### src/hdl/mem_pkg.sv
`default_nettype none

package mem_pkg;

    //////////////////////////////
    // Widths
    //////////////////////////////

    localparam int XLEN   = 32;
    localparam int TAG_W  = 4;
    localparam int REG_W  = 5;
    localparam int STRB_W = XLEN / 8;    // One strobe bit per byte lane
    localparam int OFF_W  = 2;           // Byte offset within a word

    //////////////////////////////
    // Memory operations
    //////////////////////////////

    typedef enum logic [3:0] {
        NONE = 4'd0,
        LB   = 4'd1,
        LH   = 4'd2,
        LW   = 4'd3,
        LBU  = 4'd4,
        LHU  = 4'd5,
        SB   = 4'd6,
        SH   = 4'd7,
        SW   = 4'd8
    } mem_op_e;

    //////////////////////////////
    // Structs
    //////////////////////////////

    typedef struct packed {
        logic              valid;
        logic [TAG_W-1:0]  tag;
        mem_op_e           op;
        logic [REG_W-1:0]  rd;
        logic [XLEN-1:0]   rs1;
        logic [XLEN-1:0]   rs2;
        logic [XLEN-1:0]   imm;
        logic [XLEN-1:0]   result;
        logic              taken;    // Branch outcome from execute
    } uop_t;

    typedef struct packed {
        logic [XLEN-1:0]   addr;
        logic [XLEN-1:0]   wdata;
        logic [STRB_W-1:0] wstrb;
        logic              we;
    } l1_req_t;

    typedef struct packed {
        logic [XLEN-1:0]   addr;
        logic [XLEN-1:0]   wdata;     // Already shifted into its lanes
        logic [STRB_W-1:0] wstrb;
        logic [OFF_W-1:0]  offset;
    } lane_t;

    function automatic logic is_load(input mem_op_e op);
        return (op == LB) || (op == LH) || (op == LW) || (op == LBU) || (op == LHU);
    endfunction

    function automatic logic is_store(input mem_op_e op);
        return (op == SB) || (op == SH) || (op == SW);
    endfunction

endpackage

`default_nettype wire

### src/hdl/mem_addr_unit.sv
`timescale 1ns/1ns
`default_nettype none

module mem_addr_unit (
    input  wire mem_pkg::uop_t  uop_i,
    output mem_pkg::lane_t      lane_o
);

    import mem_pkg::*;

    logic [XLEN-1:0]   addr;
    logic [OFF_W-1:0]  offset;
    logic [STRB_W-1:0] wstrb;
    logic [XLEN-1:0]   data_low;
    logic [XLEN-1:0]   wdata;

    //////////////////////////////
    // Effective address
    //////////////////////////////

    assign addr   = uop_i.rs1 + uop_i.imm;
    assign offset = addr[OFF_W-1:0];

    //////////////////////////////
    // Store lanes
    //////////////////////////////

    // Size mask on rs2 first, then strobe and data move together
    always_comb begin
        case (uop_i.op)
            SB: begin
                wstrb    = 4'b0001 << offset;
                data_low = {{(XLEN-8){1'b0}}, uop_i.rs2[7:0]};
            end
            SH: begin
                wstrb    = 4'b0011 << offset;
                data_low = {{(XLEN-16){1'b0}}, uop_i.rs2[15:0]};
            end
            SW: begin
                wstrb    = 4'b1111;                  // Offset is zero when aligned
                data_low = uop_i.rs2;
            end
            default: begin
                wstrb    = '0;                       // Loads write nothing
                data_low = '0;
            end
        endcase
    end

    assign wdata = data_low << {offset, 3'b000};      // Byte offset to bit shift

    assign lane_o = '{
        addr:   addr,
        wdata:  wdata,
        wstrb:  wstrb,
        offset: offset
    };

endmodule

`default_nettype wire

### src/hdl/mem_req_ctrl.sv
`timescale 1ns/1ns
`default_nettype none

module mem_req_ctrl (
    input  wire                 clk_i,
    input  wire                 rstn_i,

    input  wire mem_pkg::uop_t  exe_uop_i,
    input  wire mem_pkg::lane_t lane_i,

    input  wire                 l1_req_ready_i,
    input  wire                 l1_rsp_valid_i,

    output mem_pkg::uop_t       held_uop_o,
    output mem_pkg::l1_req_t    l1_req_o,
    output logic                l1_req_valid_o,
    output logic                l1_rsp_ready_o,
    output logic                stall_o,
    output logic                mem_done_o,
    output logic                pass_o
);

    import mem_pkg::*;

    typedef enum logic [1:0] {
        IDLE,
        REQ,
        RSP
    } state_e;

    state_e state_q;
    state_e state_d;
    uop_t   uop_q;
    logic   accept;
    logic   is_mem_op;

    //////////////////////////////
    // Acceptance
    //////////////////////////////

    assign accept    = exe_uop_i.valid && (state_q == IDLE);   // Stall is low only in IDLE
    assign is_mem_op = is_load(exe_uop_i.op) || is_store(exe_uop_i.op);

    always_ff @(posedge clk_i) begin
        if (accept) begin
            uop_q <= exe_uop_i;
        end
    end

    //////////////////////////////
    // FSM
    //////////////////////////////

    always_comb begin
        state_d = state_q;
        case (state_q)
            IDLE: begin
                if (accept && is_mem_op) begin
                    state_d = REQ;
                end
            end
            REQ: begin
                if (l1_req_ready_i) begin
                    state_d = RSP;                     // Request taken by L1
                end
            end
            RSP: begin
                if (l1_rsp_valid_i) begin
                    state_d = IDLE;
                end
            end
            default: begin
                state_d = IDLE;
            end
        endcase
    end

    always_ff @(posedge clk_i) begin
        if (!rstn_i) begin
            state_q <= IDLE;
        end else begin
            state_q <= state_d;
        end
    end

    //////////////////////////////
    // Outputs
    //////////////////////////////

    // In IDLE the incoming uop goes straight on, so pass-through costs one register
    assign held_uop_o = (state_q == IDLE) ? exe_uop_i : uop_q;

    assign l1_req_o = '{
        addr:  lane_i.addr,
        wdata: lane_i.wdata,
        wstrb: lane_i.wstrb,
        we:    is_store(uop_q.op)
    };

    assign l1_req_valid_o = (state_q == REQ);
    assign l1_rsp_ready_o = (state_q == RSP);
    assign stall_o        = (state_q != IDLE);
    assign mem_done_o     = (state_q == RSP) && l1_rsp_valid_i;   // Response transfer
    assign pass_o         = accept && !is_mem_op;

endmodule

`default_nettype wire

### src/hdl/load_align.sv
`timescale 1ns/1ns
`default_nettype none

module load_align (
    input  wire                          clk_i,
    input  wire                          rstn_i,

    input  wire mem_pkg::uop_t           held_uop_i,
    input  wire [mem_pkg::OFF_W-1:0]     offset_i,
    input  wire [mem_pkg::XLEN-1:0]      rsp_data_i,
    input  wire                          mem_done_i,
    input  wire                          pass_i,

    output mem_pkg::uop_t                wb_uop_o
);

    import mem_pkg::*;

    logic [XLEN-1:0] shifted;
    logic [XLEN-1:0] load_val;
    uop_t            wb_d;
    uop_t            wb_q;

    //////////////////////////////
    // Load extraction
    //////////////////////////////

    assign shifted = rsp_data_i >> {offset_i, 3'b000};    // Addressed byte to bit 0

    always_comb begin
        case (held_uop_i.op)
            LB:      load_val = {{(XLEN-8){shifted[7]}}, shifted[7:0]};
            LBU:     load_val = {{(XLEN-8){1'b0}}, shifted[7:0]};
            LH:      load_val = {{(XLEN-16){shifted[15]}}, shifted[15:0]};
            LHU:     load_val = {{(XLEN-16){1'b0}}, shifted[15:0]};
            default: load_val = shifted;                    // LW
        endcase
    end

    //////////////////////////////
    // Writeback register
    //////////////////////////////

    always_comb begin
        wb_d       = held_uop_i;
        wb_d.valid = 1'b0;
        if (pass_i) begin
            wb_d.valid = 1'b1;
        end else if (mem_done_i) begin
            wb_d.valid = 1'b1;
            if (is_load(held_uop_i.op)) begin
                wb_d.result = load_val;                     // Stores keep result
            end
        end
    end

    always_ff @(posedge clk_i) begin
        wb_q <= wb_d;
        if (!rstn_i) begin
            wb_q.valid <= 1'b0;
        end
    end

    assign wb_uop_o = wb_q;

endmodule

`default_nettype wire

### src/hdl/mem_stage.sv
`timescale 1ns/1ns
`default_nettype none

module mem_stage (
    input  wire                      clk_i,
    input  wire                      rstn_i,

    // Pipeline side
    input  wire mem_pkg::uop_t       exe_uop_i,
    output wire                      stall_o,
    output wire mem_pkg::uop_t       wb_uop_o,

    // L1 request channel
    output wire mem_pkg::l1_req_t    l1_req_o,
    output wire                      l1_req_valid_o,
    input  wire                      l1_req_ready_i,

    // L1 response channel
    input  wire [mem_pkg::XLEN-1:0]  l1_rsp_data_i,
    input  wire                      l1_rsp_valid_i,
    output wire                      l1_rsp_ready_o
);

    import mem_pkg::*;

    uop_t  held_uop;
    lane_t lane;
    logic  mem_done;
    logic  pass;

    //////////////////////////////
    // Capture and request issue
    //////////////////////////////

    mem_req_ctrl u_req_ctrl (
        .clk_i          ( clk_i          ),
        .rstn_i         ( rstn_i         ),
        .exe_uop_i      ( exe_uop_i      ),
        .lane_i         ( lane           ),
        .l1_req_ready_i ( l1_req_ready_i ),
        .l1_rsp_valid_i ( l1_rsp_valid_i ),
        .held_uop_o     ( held_uop       ),
        .l1_req_o       ( l1_req_o       ),
        .l1_req_valid_o ( l1_req_valid_o ),
        .l1_rsp_ready_o ( l1_rsp_ready_o ),
        .stall_o        ( stall_o        ),
        .mem_done_o     ( mem_done       ),
        .pass_o         ( pass           )
    );

    //////////////////////////////
    // Address and lanes
    //////////////////////////////

    mem_addr_unit u_addr_unit (
        .uop_i  ( held_uop ),
        .lane_o ( lane     )
    );

    //////////////////////////////
    // Load alignment
    //////////////////////////////

    load_align u_load_align (
        .clk_i      ( clk_i         ),
        .rstn_i     ( rstn_i        ),
        .held_uop_i ( held_uop      ),
        .offset_i   ( lane.offset   ),    // Same held uop as the request
        .rsp_data_i ( l1_rsp_data_i ),
        .mem_done_i ( mem_done      ),
        .pass_i     ( pass          ),
        .wb_uop_o   ( wb_uop_o      )
    );

endmodule

`default_nettype wire

### config.mk
export PLATFORM = sky130hd
export DESIGN_NAME = mem_stage
export DESIGN_NICKNAME = d
export VERILOG_FILES = /design/src/hdl/mem_pkg.sv /design/src/hdl/mem_addr_unit.sv /design/src/hdl/mem_req_ctrl.sv /design/src/hdl/load_align.sv /design/src/hdl/mem_stage.sv
export SDC_FILE = /design/constraint.sdc
export NUM_CORES = 1
export LEC_CHECK = 0
export ABC_AREA = 1
export BUFFER_PORTS_ARGS = -buffer_cell sky130_fd_sc_hd__clkbuf_2
export CAP_MARGIN = 0
export CORE_ASPECT_RATIO = 2
export CORE_MARGIN = 2
export CORE_UTILIZATION = 47
export DETAILED_ROUTE_END_ITERATION = 16
export GPL_ROUTABILITY_DRIVEN = 0
export PLACE_DENSITY = 0.72
export REMOVE_ABC_BUFFERS = 1
export SYNTH_ARGS = -nofsm -noshare
export SYNTH_HDL_FRONTEND = slang
export SYNTH_HIERARCHICAL = 1
export SYNTH_SLANG_ARGS = --single-unit
### constraint.sdc
create_clock -name clk_i -period 6.49 [get_ports clk_i]
set_clock_uncertainty 0.15 [all_clocks]
set_input_delay 0.3245 -clock clk_i [delete_from_list [all_inputs] [get_ports clk_i]]
set_output_delay 0.3245 -clock clk_i [all_outputs]
set_load 0.005 [all_outputs]
==> results.md <==
* Setup Viol. Count Final at 0
* Relative slew slack at 0.297
* DR WL/cell at 18.5 microns
* Multi-input gate area at around 0.0053 sq mm
* Via count at 13,413
* Final net count at 2,429
* Row count at 89
* Hold slack at 0.0408 ns
* Crit-path slowest cell: buf_4
* Setup ws final at 1.25 ns
* Final Max Slew Viols at 0
* H-tree depth at 1
* Largest net degree at the start of global routing at 74
* # Post-CTS Setup Buffers at 0
* Delay of the slowest critical-path stage at 0.78 ns
* Final TNS setup at 0 ns
* CP Cell Sequence: inv_2 -> nand2_4 -> inv_4 -> buf_4 -> nand2_1 -> nand2_1 -> ha_1 -> nand2_1 -> nor2_1 -> nand2_1 -> nor2_1 -> nand2_2 -> nand2_1 -> nand2_1 -> nand2_1 -> clkbuf_2
* Grt total ovfl at 0
* WS Path Type: reg -> out
* FF-to-FF Start: u_req_ctrl/state_q[0]$_SDFFE_PN0P_
* Cell repeated most along the worst path: nand2_1
* Mapped cell area at around 0.014 sq mm
* Final period util at 0.807
* Max Fanout on Critical Path at 73
* Crit path time final at 5.24 ns
* Design Area, Final at 0.0179 sq mm
* Worst-case clock buffer depth at 3
* TritonCTS clock tree: done
* Core ar. at 0.0295 sq mm
* CP required at 6.02 ns
* Avg Synthesized Cell Area at 7.94 sq um
* Lkg Pwr at 9.32 nW
* Power density over the cells at 296 mW/mm^2
* Worst path top cell family by delay: simple AND/OR/NAND/NOR gates
* Overall die area at 0.0314 sq mm
* Number of remaining DRC errors at 0
* Pre-CTS setup slack at approximately 2.0 ns
* Initial antenna violation count at 4
* First-pass GRT wire length at 72.3 mm
* Fillers at around 2,500
* Worst-margin pin slew at ~1.1 ns
* Clock slew at reported path FFs at 0.07 ns
* Crit path launch type: flop
* Synth Instances at 1,771
* Worst Setup SP: u_req_ctrl/state_q[0]$_SDFFE_PN0P_
* Hold Crit Class: in -> reg
* Synth warn at 6
* DRT antenna net count at 0
* Critical path arrival at 4.76 ns
* Sink Count at 287
* I/O pin count at 394
* Vias in the first global route at 13,599
* P&R area growth vs syn at 27.6%
* Overall Global Routing Usage at 0.297
* Fraction of final layout cells sized beyond drive strength 1 at 0.222
* Die width at between 100 and 150 microns
* Reg area at between 0.007 and 0.008 sq mm
* 1st-pass router iterations at 7
* Initial core utilization at 0.476
* Area post-placement at 0.0156 sq mm
* Endpoint class of the critical path: output port
* Root Driver: clkbuf_16
* Peak supply drop at 0.245 mV
* Max cap viols at 0
* Total CTS buffers at 26
* DR vias/cell at 5.15
* Flop2flop setup slack at 2.02 ns
* Hpwl dp at 34.6 mm
* Clock Latency Late Sink at between 0.5 and 0.6 ns
* RSZ-0062 raised after global routing: false
* Status: finished clean
* Final hold vios at 0
* Highest clock rate at 191 MHz
* Die Ht at ~250 microns
* CP Buf/Inv Count at 4
* Routed wire length at 48.1 mm
* Min-delay src: l1_rsp_data_i[7]
* 1st-iter DRT viols at 989
* IO buf count at 393
==> repair_timing <==
action                    CTS  global route
hold endpoints to repair  271             0
hold buffers              146             0
gates resized for setup     0             0
==> metal layers <==
metal  GRT usage  up-vias  share of wire
li1            -     6373              -
met1       0.278     6056           0.31
met2       0.566      775           0.54
met3      0.0501      205          0.072
met4       0.209        4          0.079
met5           0        -        0.00060
==> final timing paths <==
kind / endpoint / cells after the start
worst max register to register: u_load_align/wb_uop_o[22]$_DFF_P_ / 17
worst max-delay path: l1_req_o[64] / 16
worst min register to register: u_load_align/wb_uop_o[140]$_DFF_P_ / 2
worst min-delay path: u_load_align/wb_uop_o[8]$_DFF_P_ / 5
==> area by class of cell <==
cell class | instances | area share
Sequential cell | 287 | 0.400
Multi-Input combinational cell | 1191 | 0.296
Timing Repair Buffer | 549 | 0.195
Clock buffer | 39 | 0.0430
Inverter | 163 | 0.0343
Tap cell | 364 | 0.0254
Clock inverter | 9 | 0.00537
Antenna cell | 4 | 0.000558
==> state kept, by name, summed over array words and instances, names as in the netlist <==
name,count
u_req_ctrl/uop_q,142
u_load_align/wb_uop_o,143
u_req_ctrl/state_q,2
==> report_power, final <==
group          switching (mW)  leakage (nW)  total [mW]  internal [mW]
logic                    1.04          6.30        1.60          0.560
registers              0.0553          2.59        2.14           2.08
clock network           0.675         0.427        1.58          0.902
==> placed cells by master, fill, tap and decap left out, drive strengths merged <==
master,count
nand3,65
nor2,151
edfxtp,142
diode,4
fa,1
o21a,1
a21oi,35
nand2,800
o22ai,3
or2,13
ha,31
nand3b,1
dlygate4sd3,146
a31oi,3
o21ai,43
o31ai,3
nand4,4
o211ai,11
inv,163
xnor2,3
nor3,4
a21o,1
clkinv,7
buf,10
o21bai,3
clkbuf,432
xor2,12
dfxtp,145
a22oi,3
bufinv,2
==> through the flow <==
stage	power (mW)	util	cells
finish	5.31	0.608	2606
CTS	5.30	0.607	2602
detailed placement	3.65	0.529	2408
global route	5.56	0.608	2604
global placement	3.63	0.529	2408
floorplan	2.99	-	1641
==> tightest hold or removal path, stage by stage <==
cell      delay [ns]
clkbuf_2        0.09
inv_1           0.04
nand2_1         0.04
nand3_1         0.08
a31oi_1         0.09
(Power assumes the default switching activity.)
